`config.mk`:
```
export PLATFORM = sky130hd
export DESIGN_NAME = cmd_regs
export DESIGN_NICKNAME = d
export VERILOG_FILES = /design/src/hdl/trs_ctrl_pkg.sv /design/src/hdl/cmd_regs.sv
export VERILOG_INCLUDE_DIRS = /design/src /design/src/include
export SDC_FILE = /design/constraint.sdc
export NUM_CORES = 1
export LEC_CHECK = 0
export BUFFER_PORTS_ARGS = -buffer_cell sky130_fd_sc_hd__buf_4
export CORE_UTILIZATION = 50
export CTS_CLUSTER_DIAMETER = 50
export DETAILED_ROUTE_END_ITERATION = 16
export GPL_TIMING_DRIVEN = 1
export PLACE_DENSITY = 0.85
export SLEW_MARGIN = 40
export SYNTH_ARGS = -nofsm -noshare
export SYNTH_HDL_FRONTEND = slang
export SYNTH_SLANG_ARGS = --single-unit
export TNS_END_PERCENT = 100
```
`constraint.sdc`:
```
create_clock -name clk -period 1.7 [get_ports clk]
set_clock_uncertainty 0.15 [all_clocks]
set_input_delay 0.34 -clock clk [delete_from_list [all_inputs] [get_ports clk]]
set_output_delay 0.34 -clock clk [all_outputs]
set_load 0.01 [all_outputs]
```
`src/include/trs_ctrl_cfg.svh`:
```
`ifndef TRS_CTRL_CFG_SVH
`define TRS_CTRL_CFG_SVH

// answer to get_cookie, lets the ESP find the FPGA
`define TRS_COOKIE 8'hAF

// get_version byte is {major, minor}
`define TRS_VERSION_MAJOR 3'd0
`define TRS_VERSION_MINOR 5'd3

// fixed board mode reported by get_mode
`define TRS_BOARD_MODE 4'd1

// conf[3] off adds 8 to the reported mode
`define TRS_ADD_DIP_4 1'b1

// widest parameter list of any opcode
`define TRS_MAX_PARAMS 3

// clk cycles per flash bit, low half then high half
`define TRS_FLASH_BIT_CLKS 16

`endif

```
`src/hdl/trs_ctrl_pkg.sv`:
```
`include "trs_ctrl_cfg.svh"

package trs_ctrl_pkg;

  // one byte on the ESP link
  typedef logic [7:0] byte_t;

  // screen colour, red in the top byte
  typedef logic [23:0] rgb_t;

  // parameter 0 sits in the low byte
  typedef logic [8*`TRS_MAX_PARAMS-1:0] param_bank_t;

  // ESP opcodes, values shared with the ESP firmware
  typedef enum logic [7:0] {
    get_cookie       = 8'd0,
    get_version      = 8'd15,
    get_mode         = 8'd16,
    set_screen_color = 8'd17,
    set_led          = 8'd26,
    get_config       = 8'd27,
    set_spi_ctrl_reg = 8'd29,
    set_spi_data     = 8'd30,
    get_spi_data     = 8'd31,
    set_esp_status   = 8'd32
  } cmd_e;

  // command parser states
  typedef enum logic [0:0] {
    idle       = 1'b0,
    read_bytes = 1'b1
  } parse_state_e;

endpackage

```
`src/hdl/cmd_regs.sv`:
```
`timescale 1ns/100ps

`include "trs_ctrl_cfg.svh"

module cmd_regs (
  input  logic                      clk,
  input  logic                      cass_out_sel_n,
  input  logic                      action,
  input  trs_ctrl_pkg::cmd_e        cmd,
  input  trs_ctrl_pkg::param_bank_t params,
  input  logic                      bad_opcode,
  input  logic [3:0]                conf,
  input  trs_ctrl_pkg::byte_t       flash_data,
  output trs_ctrl_pkg::byte_t       tx_byte,
  output logic                      led_red,
  output logic                      led_green,
  output logic                      led_blue,
  output logic                      led_error,
  output trs_ctrl_pkg::byte_t       esp_status,
  output trs_ctrl_pkg::rgb_t        screen_rgb
);
  import trs_ctrl_pkg::*;

  byte_t      param0;
  logic [3:0] mode_nibble;

  assign param0 = params[7:0];

  // switch off on conf[3] reports the mode plus 8
  assign mode_nibble = `TRS_BOARD_MODE +
                       ((`TRS_ADD_DIP_4 && !conf[3]) ? 4'd8 : 4'd0);

  // write commands
  always_ff @(posedge clk or negedge cass_out_sel_n) begin
    if (!cass_out_sel_n) begin
      led_red    <= 1'b0;
      led_green  <= 1'b0;
      led_blue   <= 1'b0;
      esp_status <= '0;
      screen_rgb <= 24'hFFFFFF;
    end else if (action) begin
      case (cmd)
        set_led: begin
          led_red   <= param0[0];
          led_green <= param0[1];
          led_blue  <= param0[2];
        end
        set_esp_status: begin
          esp_status <= param0;
        end
        set_screen_color: begin
          screen_rgb <= {params[7:0], params[15:8], params[23:16]};
        end
        default: begin
        end
      endcase
    end
  end

  // sticky until reset
  always_ff @(posedge clk or negedge cass_out_sel_n) begin
    if (!cass_out_sel_n) begin
      led_error <= 1'b0;
    end else if (bad_opcode) begin
      led_error <= 1'b1;
    end
  end

  // response byte, picked up by the slave at the next byte boundary
  always_ff @(posedge clk or negedge cass_out_sel_n) begin
    if (!cass_out_sel_n) begin
      tx_byte <= '0;
    end else if (action) begin
      case (cmd)
        get_cookie:   tx_byte <= `TRS_COOKIE;
        get_version:  tx_byte <= {`TRS_VERSION_MAJOR, `TRS_VERSION_MINOR};
        get_config:   tx_byte <= {4'b0000, ~conf};
        get_mode:     tx_byte <= {4'b0000, mode_nibble};
        get_spi_data: tx_byte <= flash_data;
        default: begin
        end
      endcase
    end
  end

endmodule

```
==> metrics.txt <==
PwrDens 738 nW/um2; Initial DRT Pass Iterations 4; worst vdd ir approximately 0.5 mV; # fillers 229; design area around 3100 um2; Longest Clk Path Bufs 2; cell total after placement ~290; post-synth top area share 31.2%; RSZ-0062 raised after global routing yes; root buffer cell clkbuf_8; Synth Register Bits 44; detailed-route via count 1520; Placed Area 2870 um2; # rows 22; Finished Layout Cells approximately 300; relative slew slack about two thirds; total CTS buffers 5; Die Wd between 60 and 70 um; most common cell after layout, fill and taps aside buf_4; Lkg Pwr ~1.6 nW; number of global-route vias before repair between 1500 and 2000; die area ~4300 um2; initial antenna violation count 0; top cells by area, synth dfstp_2 31%, dfrtp_1 25%, mux2_4 15%, mux2_2 8.4%, buf_12 2.0%; status finished with violations; Final GP Congestion between 0.7 and 0.8; Initial DRC Count 58; starting density of the core roughly 54%; clock-pin transition on the worst setup and hold timing paths ~0.08 ns; most frequent cells in the layout 104 x buf_4, 28 x mux2_4, 24 x dfstp_2; Yosys cell types 33; H-tree Lvls 2; CP Class in -> reg; layout cells sized above 1 about three quarters; number of diodes 0; Critical Path Start Type input port; grt ovf 0; Final Max Tran Viols 0; Via-to-Cell Ratio 5.03; Port Buffers ~90; Final Hold Viols 0; Syn Nets roughly 190; first-pass GRT wire length 7210 um; Final setup viols 1; synthesized area per cell 14.4 um2; fmax between 0.5 and 0.6 GHz; max cap viols 0; GRT Util Overall a little under a quarter; number of antenna-violating nets in the routed design 0; Mapped Cells 140; Crit path required time 1.77 ns; CTS sink cnt 44; Clock Latency Late Sink approximately 0.29 ns; post-synthesis sequential area ratio a little under three fifths; Worst Setup Slack, final -0.000668 ns; Critical Path AT ~1.8 ns; largest net degree at the start of global routing between 40 and 50; leading area contributor after synthesis dfstp_2; IO Count slightly above 90; CTS tree yes; Final min period approximately 1.7 ns; fin crit share 100%; actual slew at the worst max-slew pin roughly 0.53 ns; Die Ht 65.5 um; Core Footprint between 3000 and 4000 um2; Worst Path Max Fanout 6; Final #Nets approximately 300; Hold WS 0.0915 ns; DP HPWL 3320 um; Netlist Area Pre-Place between 2000 and 2500 um2; # DRC 0; Syn-to-layout area delta 51.7%; Detailed Route WL about 4600 um; hold crit path type in -> reg; endpoint class of the critical path flop; post-DR wirelength/cell roughly 15 um; failing checks setup timing; total negative slack -0.000668 ns; Ys Warns 0
==> critical path: stages <==
cell and delay (ns):
buf_8 0.10, nor3_4 0.19, nand3_2 0.10, or4_4 0.55
clkbuf_16 0.20, mux2_4 0.30
==> power by group <==
group | internal, mW | switching, mW | total, mW
logic | 0.257 | 0.165 | 0.422
clock network | 0.324 | 0.330 | 0.654
registers | 1.14 | 0.0418 | 1.18
total | 1.72 | 0.537 | 2.26
==> cells in the mapped netlist <==
cell and instances:
dfstp_2 24, dfrtp_1 20, mux2_4 20, mux2_2 15, nand2_1 7, nor2_1 7, o21ai_0 5, inv_1 4
mux2i_1 4, nand3_1 4, a21oi_1 2, a41oi_1 2, buf_12 2, clkbuf_1 2, nor2b_1 2, nor3_4 2
or2_2 2, a21oi_2 1, and2b_1 1, and3_2 1, and4_1 1, buf_6 1, clkbuf_4 1, nand2b_1 1
nand3_2 1, nor3_1 1, nor4_1 1, o2111ai_1 1, o211ai_1 1, or4_1 1, or4_2 1, or4_4 1
or4b_2 1
==> area by class of cell <==
class	count	area, um2	share of cell area [%]
Clock buffer	6	82.6	2.70
Sequential cell	44	1130	36.9
Clock inverter	2	10.0	0.327
Tap cell	48	60.1	1.96
Timing Repair Buffer	112	905	29.5
Multi-Input combinational cell	86	858	28.0
Inverter	4	15.0	0.490
==> state kept, by name, indices dropped and copies added (netlist names) <==
register / cells
esp_status: 8
led_blue: 1
led_error: 1
led_green: 1
led_red: 1
screen_rgb: 24
tx_byte: 8
==> routing by layer <==
layer  vias up  track usage, %  share of wire, %  wire length [um]
li1        721               -                 -                 -
met1       719            29.5                43              1990
met2        73            34.7                49              2220
met3         7            5.90               6.2               284
met4         0            12.2               1.7                80
met5         -               0                 0                 0
==> logic make-up after synthesis <==
family / after synthesis / share of synthesized area [%]
AO/OA/AOI/OAI: 12 / 3.84
multiplexers: 39 / 25.2
buffers and inverters: 10 / 4.03
AND/OR/NAND/NOR: 35 / 10.9
flip-flops: 44 / 56.0
==> final timing paths <==
check,to,startpoint,slack [ns],cells past startpoint
min,led_error,bad_opcode,0.09,2
max reg2reg,esp_status[1],esp_status[1],0.77,1
min in group asynchronous,esp_status[5],cass_out_sel_n,0.42,2
max in group asynchronous,screen_rgb[13],cass_out_sel_n,0.61,2
max,screen_rgb[16],cmd[5],-0.0007,6
min reg2reg,led_error,led_error,0.32,1
==> repair_timing <==
item                       CTS  global route
buffers inserted             0             0
gates resized for setup      0            13
setup endpoints to repair    0            36
hold endpoints to repair    20             0
hold buffers                 1             0
==> through the flow <==
| step | util (%) | power, mW | setup WS [ns] |
|---|---|---|---|
| floorplan | - | 1.34 | -0.274 |
| global placement | 76.1 | 1.60 | -0.287 |
| detailed placement | 76.1 | 1.61 | -0.310 |
| CTS | 78.8 | 2.28 | 0.00157 |
| global route | 81.2 | 2.39 | -0.0547 |
| finish | 81.2 | 2.26 | -0.000668 |
Power figures use the tool's default switching activity.
