<file path="config.mk">
export PLATFORM = sky130hd
export DESIGN_NAME = cmd_parser
export DESIGN_NICKNAME = d
export VERILOG_FILES = /design/src/hdl/trs_ctrl_pkg.sv /design/src/hdl/cmd_parser.sv
export VERILOG_INCLUDE_DIRS = /design/src /design/src/include
export SDC_FILE = /design/constraint.sdc
export NUM_CORES = 1
export LEC_CHECK = 0
export ABC_AREA = 1
export BUFFER_PORTS_ARGS = -buffer_cell sky130_fd_sc_hd__buf_2
export CAP_MARGIN = 25
export CELL_PAD_IN_SITES_DETAIL_PLACEMENT = 1
export CELL_PAD_IN_SITES_GLOBAL_PLACEMENT = 1
export CORE_MARGIN = 1
export CORE_UTILIZATION = 38
export CTS_BUF_LIST = sky130_fd_sc_hd__clkbuf_8 sky130_fd_sc_hd__clkbuf_16
export DETAILED_ROUTE_END_ITERATION = 7
export PLACE_DENSITY_LB_ADDON = 0.25
export SLEW_MARGIN = 10
export SYNTH_ARGS = -nofsm -noshare
export SYNTH_HDL_FRONTEND = slang
export SYNTH_SLANG_ARGS = --single-unit
</file>
<file path="constraint.sdc">
create_clock -name clk -period 1.7 [get_ports clk]
set_input_delay 0.34 -clock clk [delete_from_list [all_inputs] [get_ports clk]]
set_output_delay 0.34 -clock clk [all_outputs]
set_load 0.01 [all_outputs]
</file>
<file path="src/include/trs_ctrl_cfg.svh">
`ifndef TRS_CTRL_CFG_SVH
`define TRS_CTRL_CFG_SVH

// answer to get_cookie, lets the ESP find the FPGA
`define TRS_COOKIE 8'hAF

// get_version byte is {major, minor}
`define TRS_VERSION_MAJOR 3'd0
`define TRS_VERSION_MINOR 5'd3

// fixed board mode reported by get_mode
`define TRS_BOARD_MODE 4'd1

// conf[3] off adds 8 to the reported mode
`define TRS_ADD_DIP_4 1'b1

// widest parameter list of any opcode
`define TRS_MAX_PARAMS 3

// clk cycles per flash bit, low half then high half
`define TRS_FLASH_BIT_CLKS 16

`endif

</file>
<file path="src/hdl/trs_ctrl_pkg.sv">
`include "trs_ctrl_cfg.svh"

package trs_ctrl_pkg;

  // one byte on the ESP link
  typedef logic [7:0] byte_t;

  // screen colour, red in the top byte
  typedef logic [23:0] rgb_t;

  // parameter 0 sits in the low byte
  typedef logic [8*`TRS_MAX_PARAMS-1:0] param_bank_t;

  // ESP opcodes, values shared with the ESP firmware
  typedef enum logic [7:0] {
    get_cookie       = 8'd0,
    get_version      = 8'd15,
    get_mode         = 8'd16,
    set_screen_color = 8'd17,
    set_led          = 8'd26,
    get_config       = 8'd27,
    set_spi_ctrl_reg = 8'd29,
    set_spi_data     = 8'd30,
    get_spi_data     = 8'd31,
    set_esp_status   = 8'd32
  } cmd_e;

  // command parser states
  typedef enum logic [0:0] {
    idle       = 1'b0,
    read_bytes = 1'b1
  } parse_state_e;

endpackage

</file>
<file path="src/hdl/cmd_parser.sv">
`timescale 1ns/100ps

`include "trs_ctrl_cfg.svh"

module cmd_parser (
  input  logic                      clk,
  input  logic                      cass_out_sel_n,
  input  trs_ctrl_pkg::byte_t       rx_byte,
  input  logic                      byte_valid,
  output logic                      action,
  output trs_ctrl_pkg::cmd_e        cmd,
  output trs_ctrl_pkg::param_bank_t params,
  output logic                      bad_opcode
);
  import trs_ctrl_pkg::*;

  // wide enough for counts 0..TRS_MAX_PARAMS
  localparam int CNT_W = $clog2(`TRS_MAX_PARAMS + 1);

  parse_state_e     state;
  logic [CNT_W-1:0] remaining;
  logic [CNT_W-1:0] idx;
  logic             op_known;
  logic [CNT_W-1:0] op_params;

  // opcode table
  always_comb begin
    op_known  = 1'b1;
    op_params = '0;
    case (rx_byte)
      get_cookie,
      get_version,
      get_mode,
      get_config,
      get_spi_data: begin
        op_params = '0;
      end
      set_led,
      set_spi_ctrl_reg,
      set_spi_data,
      set_esp_status: begin
        op_params = CNT_W'(1);
      end
      set_screen_color: begin
        op_params = CNT_W'(3);
      end
      default: begin
        op_known = 1'b0;
      end
    endcase
  end

  always_ff @(posedge clk or negedge cass_out_sel_n) begin
    if (!cass_out_sel_n) begin
      state      <= idle;
      cmd        <= get_cookie;
      params     <= '0;
      remaining  <= '0;
      idx        <= '0;
      action     <= 1'b0;
      bad_opcode <= 1'b0;
    end else begin
      action     <= 1'b0;
      bad_opcode <= 1'b0;
      if (byte_valid) begin
        case (state)
          idle: begin
            idx <= '0;
            if (!op_known) begin
              // dropped or garbage opcode, stay in idle
              bad_opcode <= 1'b1;
            end else begin
              cmd <= cmd_e'(rx_byte);
              if (op_params == '0) begin
                action <= 1'b1;
              end else begin
                remaining <= op_params;
                state     <= read_bytes;
              end
            end
          end
          read_bytes: begin
            params[idx*8 +: 8] <= rx_byte;
            idx                <= idx + CNT_W'(1);
            if (remaining == CNT_W'(1)) begin
              action <= 1'b1;
              state  <= idle;
            end else begin
              remaining <= remaining - CNT_W'(1);
            end
          end
          default: begin
            state <= idle;
          end
        endcase
      end
    end
  end

endmodule

</file>
==> results.md <==
- Status: finished clean
- Remaining antenna violation count: 0
- Max-slew headroom: 0.707
- Mapped Nets: 249
- Clock sinks: 39
- Max-Cap Viols: 0
- Initial drt markers: 63
- Layout cells sized above 1: 0.251
- Worst setup margin: 0.124 ns
- Critical path's slowest cell: dfrtp_2
- Chip width: 72.7 um
- Fin util: 0.494
- All-Layer GR Usage: 0.205
- Proportion of netlist area held by the largest area contributor: 0.513
- Slowest stage delay, CP: 0.45 ns
- CTS root buffer: clkbuf_8
- Htree depth: 2
- R2r setup slk: 0.12 ns
- CTS max path bufs: 2
- Hpwl dp: 3670 um
- Synth cell types: 21
- Non-Filler Instances: 354
- Worst setup path startpoint: idx[0]
- Hold Crit Class: in -> reg
- Data required time at the worst endpoint: 1.88 ns
- P per Cell Area: 1190 mW/mm^2
- Critical R2R Launch: idx[0]
- First-pass GRT wire length: 8200 um
- GP Congestion: 0.821
- Clock Skew: 0.00632 ns
- DIE AREA: 0.00529 sq mm
- Synthesized instance count: 233
- DRC: 0
- Largest fanout on the critical path: 10
- Leak: 0.00135 uW
- Largest net degree at the start of global routing: 23
- Synth Cell Area: 0.00190 sq mm
- Peak supply drop: 416 uV
- Crit end category: flip-flop
- Commonest cells after routing, fill and taps aside: 71 x nand2_1, 44 x buf_2, 38 x dfrtp_1
- Worst R2R End: params[17]
- R2R depth: 5
- CTS buffer count: 5
- CP startpoint kind: flip-flop
- Most common cell after layout, fill and taps aside: nand2_1
- Antenna diodes: 0
- Vias in the first global route: 1721
- Design area: 0.00235 sq mm
- Vias/cell: 4.91
- Starting density of the core: 0.400
- Max Slew Vio Count: 0
- Sequential-to-total area share from yosys stat: 0.513
- Initial antenna violation count: 0
- CTS tree: built
- Final Hold Fails: 0
- Total power: 2790 uW
- Fin nets: 302
- Setup crit end: params[17]
- # IOs: 45
- Die height: 72.7 um
- Drt pass-1 iters: 4
- Area contributors post-synth: dfrtp_1 51%, nand2_1 14%, inv_1 5.1%
- Data arrival time of the worst path: 1.76 ns
- YS warnings: 0
- Worst-margin pin slew: 0.440 ns
- Period minus WS final: 1.58 ns
- Area Overhead vs Synth: 23.5%
- WL per Instance: 13.7 um
- Crit Path Category: reg -> reg
- Clk slew on worst S/H paths: 0.08 ns
- Place WS: 0.00305 ns
- IO buf count: 44
- Fillers: 622
- Core Region: 0.00475 sq mm
- Avg Synthesized Cell Area: 8.16 sq um
- Final Cycle Share: 0.927
- Critical Path, Cell by Cell: inv_1 -> ha_1 -> clkinvlp_4 -> nand4_1 -> nand2_1
- Fmax: 634 MHz
- Overflow after GRT: 0
- Flop and latch count out of synthesis: 39
- Core Rows: 25
- Final setup viols: 0
- Post-placement cell area: 0.00223 sq mm
- Vias: 1737
- Synth area leader: dfrtp_1
- Cells after DPL: 345
- Total Wirelength: 4850 um
- Clk Latency, worst-skew pair: 0.29 ns
-- per-layer routing --
metal  wire [um]  part of all wire  vias up  track usage
li1            -                 -      852            -
met1        2210              0.46      834        0.260
met2        2370              0.49       43        0.347
met3         177             0.037        8       0.0428
met4          85             0.018        0       0.0741
met5           0                 0        -            0
-- cell usage after synthesis --
cell type  instances
nand2_1           71
dfrtp_1           39
inv_1             26
nor2_1            20
o21ai_0           19
nand4_1           13
nand3_1           11
o31ai_1            8
ha_1               5
nor2_2             4
a21oi_1            3
nand2_2            3
buf_6              2
clkbuf_1           2
buf_2              1
buf_4              1
clkinv_1           1
inv_2              1
nor2_4             1
nor3_1             1
o22ai_1            1
-- worst max-delay path, delay by kind of cell (launching register included) --
family / cells / cell delay [ns]
flip-flops: 1 / 0.45
AND/OR/NAND/NOR: 2 / 0.24
buffers and inverters: 2 / 0.42
adder cells (fa/ha/maj): 1 / 0.35
-- cell type report --
cell class,count,area [sq um],area share
clock buffers,5,68.8,0.0293
clock inverters,3,16.3,0.00693
inverters,28,109,0.0464
multi-input cells,160,797,0.340
flip-flops and latches,39,977,0.416
well taps,67,83.8,0.0357
repair buffers,52,295,0.126
-- sequential cells by signal (all words and copies together) (netlist names) --
| signal | flops |
|---|---|
| state | 1 |
| remaining | 2 |
| action | 1 |
| params | 24 |
| cmd | 8 |
| idx | 2 |
| bad_opcode | 1 |
-- report_power, final --
group / internal, uW / total (uW) / switching, uW / leakage [uW]
Sequential: 1130 / 1230 / 107 / 0.000516
Clock: 281 / 601 / 320 / 0.0000453
Combinational: 342 / 954 / 612 / 0.000788
Total: 1750 / 2790 / 1040 / 0.00135
-- per-stage QoR --
stage	setup TNS (ns)	hold WS [ns]
final	0	0.310
after global routing	-0.000765	0.321
after CTS	0	0.305
after detailed placement	0	0.310
after global placement	0	0.303
after floorplan	0	0.0444
-- logic make-up (layout without fill, tap and decap cells) --
group,after synthesis,in the layout,synth area share
AO/OA/AOI/OAI,31,31,0.0928
adder cells (fa/ha/maj),5,5,0.0329
buffers and inverters,34,88,0.0777
flip-flops,39,39,0.513
AND/OR/NAND/NOR,124,124,0.283
-- how the worst min path moves through the flow --
stage	to	slack, ns	startpoint	depth (start not counted)
6_report	cmd[4]	0.31	rx_byte[4]	3
5_1_grt	cmd[4]	0.32	rx_byte[4]	3
4_1_cts	cmd[4]	0.30	rx_byte[4]	3
3_5_place_dp	cmd[6]	0.31	cass_out_sel_n	1
3_3_place_gp	cmd[6]	0.30	cass_out_sel_n	1
2_1_floorplan	action	0.04	cass_out_sel_n	0
-- repair_timing --
action / 4_1_cts / 5_1_grt
setup endpoints to repair: 4 / 13
resized for setup: 1 / 5
buffers inserted: 0 / 0
hold buffers: 1 / 0
hold endpoints to repair: 17 / 0
Power figures use the tool's default switching activity.
