===== config.mk =====
export PLATFORM = sky130hd
export DESIGN_NAME = flash_spi_master
export DESIGN_NICKNAME = d
export VERILOG_FILES = /design/src/hdl/trs_ctrl_pkg.sv /design/src/hdl/flash_spi_master.sv
export VERILOG_INCLUDE_DIRS = /design/src /design/src/include
export SDC_FILE = /design/constraint.sdc
export NUM_CORES = 1
export LEC_CHECK = 0
export BUFFER_PORTS_ARGS = -buffer_cell sky130_fd_sc_hd__buf_4
export CORE_MARGIN = 2
export CORE_UTILIZATION = 45
export CTS_CLUSTER_SIZE = 25
export DETAILED_ROUTE_END_ITERATION = 12
export PLACE_DENSITY_LB_ADDON = 0.3
export SYNTH_ARGS = -nofsm -noshare
export SYNTH_HDL_FRONTEND = slang
export SYNTH_SLANG_ARGS = --single-unit
export TNS_END_PERCENT = 50

===== constraint.sdc =====
create_clock -name clk -period 1.7 [get_ports clk]
set_input_delay 0.255 -clock clk [delete_from_list [all_inputs] [get_ports clk]]
set_output_delay 0.255 -clock clk [all_outputs]
set_load 0.03 [all_outputs]

===== src/include/trs_ctrl_cfg.svh =====
`ifndef TRS_CTRL_CFG_SVH
`define TRS_CTRL_CFG_SVH

// answer to get_cookie, lets the ESP find the FPGA
`define TRS_COOKIE 8'hAF

// get_version byte is {major, minor}
`define TRS_VERSION_MAJOR 3'd0
`define TRS_VERSION_MINOR 5'd3

// fixed board mode reported by get_mode
`define TRS_BOARD_MODE 4'd1

// conf[3] off adds 8 to the reported mode
`define TRS_ADD_DIP_4 1'b1

// widest parameter list of any opcode
`define TRS_MAX_PARAMS 3

// clk cycles per flash bit, low half then high half
`define TRS_FLASH_BIT_CLKS 16

`endif


===== src/hdl/trs_ctrl_pkg.sv =====
`include "trs_ctrl_cfg.svh"

package trs_ctrl_pkg;

  // one byte on the ESP link
  typedef logic [7:0] byte_t;

  // screen colour, red in the top byte
  typedef logic [23:0] rgb_t;

  // parameter 0 sits in the low byte
  typedef logic [8*`TRS_MAX_PARAMS-1:0] param_bank_t;

  // ESP opcodes, values shared with the ESP firmware
  typedef enum logic [7:0] {
    get_cookie       = 8'd0,
    get_version      = 8'd15,
    get_mode         = 8'd16,
    set_screen_color = 8'd17,
    set_led          = 8'd26,
    get_config       = 8'd27,
    set_spi_ctrl_reg = 8'd29,
    set_spi_data     = 8'd30,
    get_spi_data     = 8'd31,
    set_esp_status   = 8'd32
  } cmd_e;

  // command parser states
  typedef enum logic [0:0] {
    idle       = 1'b0,
    read_bytes = 1'b1
  } parse_state_e;

endpackage


===== src/hdl/flash_spi_master.sv =====
`timescale 1ns/100ps

`include "trs_ctrl_cfg.svh"

module flash_spi_master (
  input  logic                      clk,
  input  logic                      cass_out_sel_n,
  input  logic                      action,
  input  trs_ctrl_pkg::cmd_e        cmd,
  input  trs_ctrl_pkg::param_bank_t params,
  input  logic                      flash_so,
  output trs_ctrl_pkg::byte_t       flash_data,
  output logic                      flash_cs_n,
  output logic                      flash_clk,
  output logic                      flash_si
);
  import trs_ctrl_pkg::*;

  localparam int PH_W     = $clog2(`TRS_FLASH_BIT_CLKS);
  localparam int HALF     = `TRS_FLASH_BIT_CLKS / 2;
  localparam int SAMPLE   = HALF + HALF / 2 - 1;
  localparam int LAST_PH  = `TRS_FLASH_BIT_CLKS - 1;

  // only bit 7 of the control byte is implemented, chip select
  logic          cs_bit;
  logic          busy;
  logic [PH_W+2:0] cnt;
  logic [PH_W-1:0] phase;
  byte_t         shift_reg;

  assign phase = cnt[PH_W-1:0];

  always_ff @(posedge clk or negedge cass_out_sel_n) begin
    if (!cass_out_sel_n) begin
      cs_bit    <= 1'b0;
      busy      <= 1'b0;
      cnt       <= '0;
      shift_reg <= '0;
      flash_si  <= 1'b0;
    end else begin
      if (action && cmd == set_spi_ctrl_reg) begin
        cs_bit <= params[7];
      end
      if (busy) begin
        cnt <= cnt + 1'b1;
        // receive at mid high half, present next bit as the low half starts
        if (phase == PH_W'(SAMPLE)) begin
          shift_reg <= {shift_reg[6:0], flash_so};
        end
        if (phase == PH_W'(LAST_PH)) begin
          flash_si <= (&cnt) ? 1'b0 : shift_reg[7];
          busy     <= ~(&cnt);
        end
      end else if (action && cmd == set_spi_data) begin
        shift_reg <= params[7:0];
        flash_si  <= params[7];
        cnt       <= '0;
        busy      <= 1'b1;
      end
    end
  end

  assign flash_clk  = busy && (phase >= PH_W'(HALF));
  assign flash_cs_n = ~cs_bit;
  assign flash_data = shift_reg;

endmodule


==> flow_metrics.py <==
metrics = {
    "run_status": {
        "status": "complete, no violations",
    },
    "routing": {
        "viasPerCell": 5.03,
        "firstDrtPassIters": 4,
        "drtIter0Drc": 3,
        "wire_per_inst_microns": 12.6,
        "ant_nets": 0,
        "routed_wl_microns": 1800,
        "vias": 719,
        "drc": 0,
    },
    "setup_path": {
        "r2r_start": "busy",
        "worst_ep_arrival_time_ns": 1.71,
        "r2r-end": "flash_data[3]",
        "r2r_setup_slack_ns": 0.17,
        "crit_fanout": 8,
        "startpoint_type": "register",
        "slowest_delay_ns": 0.47,
        "cpMaxStageDelayCell": "dfrtp_1",
        "worst_setup_path_end_kind": "register",
        "crit_type": "reg2reg",
        "path_cells": "nor3b_4 -> nand4_4 -> nand2_8 -> mux2_4",
        "r2r_cells": 4,
        "cp_data_required_time_ns": 1.88,
    },
    "clocking": {
        "clock_latency_ns": 0.29,
        "clkSinkCount": 18,
        "cts_tree": "yes",
        "cts.htree.levels": 1,
        "root_buffer": "clkbuf_4",
        "clkTransAtPathRegs_ns": 0.10,
        "clockBufferDepth": 2,
        "postCtsSetupBuffers": 0,
        "ctsResizeCount": 0,
        "cts_buffers": 3,
    },
    "place": {
        "place.gp.congestion": 0.767,
        "port_buffers": 30,
        "pre_cts_slack_ns": 0.150,
        "dp_hpwl_microns": 1390,
    },
    "flow_run": {
        "drv_cap": 0,
    },
    "logic_synthesis": {
        "ys_warn_count": 0,
        "yosys.cell_types.count": 25,
        "syn_area_per_cell_sq_um": 12.0,
        "synth_nets": 121,
        "ys_top_cells_by_area": "dfrtp_1, mux2_4, mux2_2",
        "syn-cell-area_sq_um": 992,
        "synth_top_cell_by_area": "dfrtp_1",
        "yosysSeqAreaShare_pct": 45.4,
        "synth_top_area_share_pct": 45.4,
        "ys_seq_elements": 18,
        "syn_inst": 83,
    },
    "die": {
        "fp.dieW_microns": 51.0,
        "die_h_microns": 51.0,
        "start_util_pct": 49.1,
        "ioPinCount": 47,
        "core_sq_mm": 0.00202,
        "dieArea_sq_mm": 0.00260,
        "num_rows": 16,
    },
    "timing": {
        "fin_worst_skew_ns": 0.00352,
        "period_share_pct": 89.9,
        "setup_viol": 0,
        "fmax_ghz": 0.654,
        "maxSlewViolCount": 0,
        "finalHoldViolCount": 0,
        "setup_ws_ns": 0.171,
        "setup_tns_ns": 0,
        "fin_crit_ns": 1.53,
        "worst_pin_slew_ns": 0.315,
        "rsz0062_at_grt": "false",
        "relSlewSlack_pct": 78.8,
    },
    "finish": {
        "area_delta_synth_final_pct": 28.5,
        "final_nets": 156,
        "layout-drive-gt1-share_pct": 47.4,
        "antennaDiodeCount": 0,
    },
    "pwr": {
        "cellLeakagePower_nw": 0.619,
        "cellPowerDensity_mw_per_mm2": 790,
        "vdd.ir_drop.worst_mv": 0.503,
    },
    "global_routing": {
        "grt_pass1_vias": 741,
        "grt_overflow": 0,
        "grt_pass1_wl_microns": 3150,
        "grt_start_max_net_pins": 19,
        "antenna_found_initial": 0,
        "gr-usage-all-layers_pct": 16.4,
    },
    "hold_path": {
        "hold_path.startpoint": "params[7]",
        "min_to": "cs_bit",
        "whs_path_depth": 2,
        "hp-class": "in2reg",
    },
}
-- worst max-delay path by stage --
| stage | start | slack (ns) | cells past startpoint | end |
|---|---|---|---|---|
| after floorplan | busy | 0.19 | 5 | flash_data[0] |
| after global placement | cmd[6] | 0.17 | 5 | cs_bit |
| after detailed placement | cmd[6] | 0.15 | 5 | cs_bit |
| after CTS | busy | 0.16 | 4 | flash_data[0] |
| after global routing | cnt[0] | 0.04 | 5 | flash_si |
| final | busy | 0.17 | 4 | flash_data[3] |
-- worst max-delay path: cells and delay by family, from the launching register on --
| kind | cells | cell delay, ns |
|---|---|---|
| DFF | 1 | 0.47 |
| muxes | 1 | 0.31 |
| and+or+nand+nor | 3 | 0.63 |
-- cells by family after synthesis --
family                     share of synthesized area [%]
DFF                                                 45.4
buffers and inverters                               3.53
muxes                                               22.3
AOI/OAI and AO/OA                                   5.93
and+or+nand+nor                                     20.3
adders and majority gates                           2.52
-- registers in the layout, indices dropped and copies added (netlist names) --
register / cells
busy: 1
flash_data: 8
cs_bit: 1
cnt: 7
flash_si: 1
-- through the flow --
stage | area (sq um) | total power [W] | cells | util [%] | hold slack [ns]
2_1_floorplan | 992 | 0.000708 | 83 | - | -0.0406
3_3_place_gp | 1240 | 0.000802 | 139 | 61.4 | 0.137
3_5_place_dp | 1240 | 0.000812 | 139 | 61.4 | 0.139
4_1_cts | 1270 | 0.00102 | 143 | 63.1 | 0.186
5_1_grt | 1270 | 0.00108 | 143 | 63.1 | 0.174
6_report | 1270 | 0.00101 | 143 | 63.1 | 0.195
-- per-layer routing --
layer | GRT usage, % | routed length (microns)
met5 | 0 | 0
met4 | 6.76 | 21
met3 | 3.80 | 127
met2 | 28.1 | 830
met1 | 19.6 | 822
-- synth_stat cells --
library cell / number
nand3b_2: 1
buf_2: 1
ha_1: 2
buf_6: 1
nand4_1: 2
a31oi_1: 1
dfrtp_1: 18
o21ai_0: 8
or2_2: 1
and2_1: 1
inv_1: 5
mux2_1: 1
mux2_2: 8
and2b_1: 1
a21oi_1: 1
nor3b_1: 1
nand2_8: 1
nand2_1: 8
mux2_4: 8
nand4_4: 1
nand2b_1: 2
and4bb_1: 1
o21bai_1: 1
nand3_1: 7
nor3b_4: 1
-- final cells by class --
type | instances | area (sq um)
Fill cell | 185 | 747
Multi-Input combinational cell | 58 | 507
Sequential cell | 18 | 450
Timing Repair Buffer | 32 | 243
Tap cell | 27 | 33.8
Clock buffer | 3 | 22.5
Inverter | 5 | 18.8
-- repair_timing --
item	in CTS	in global routing
hold endpoints to repair	18	0
endpoints found under the setup margin	0	0
hold buffers	1	0
-- power breakdown --
group	total (W)	internal, W	switching (W)
Sequential	0.000538	0.000484	0.0000534
Combinational	0.000263	0.000135	0.000128
Clock	0.000207	0.0000824	0.000124
-- cell usage in the layout (no fill, tap or decap), drive strengths merged, types with 2 or more instances in the layout --
cell and n:
mux2 17, nand2b 2, nand2 9, buf 31
clkbuf 3, nand4 3, nand3 7, o21ai 8
inv 5, nor3b 2, dfrtp 18, ha 2
(Power assumes the default switching activity.)
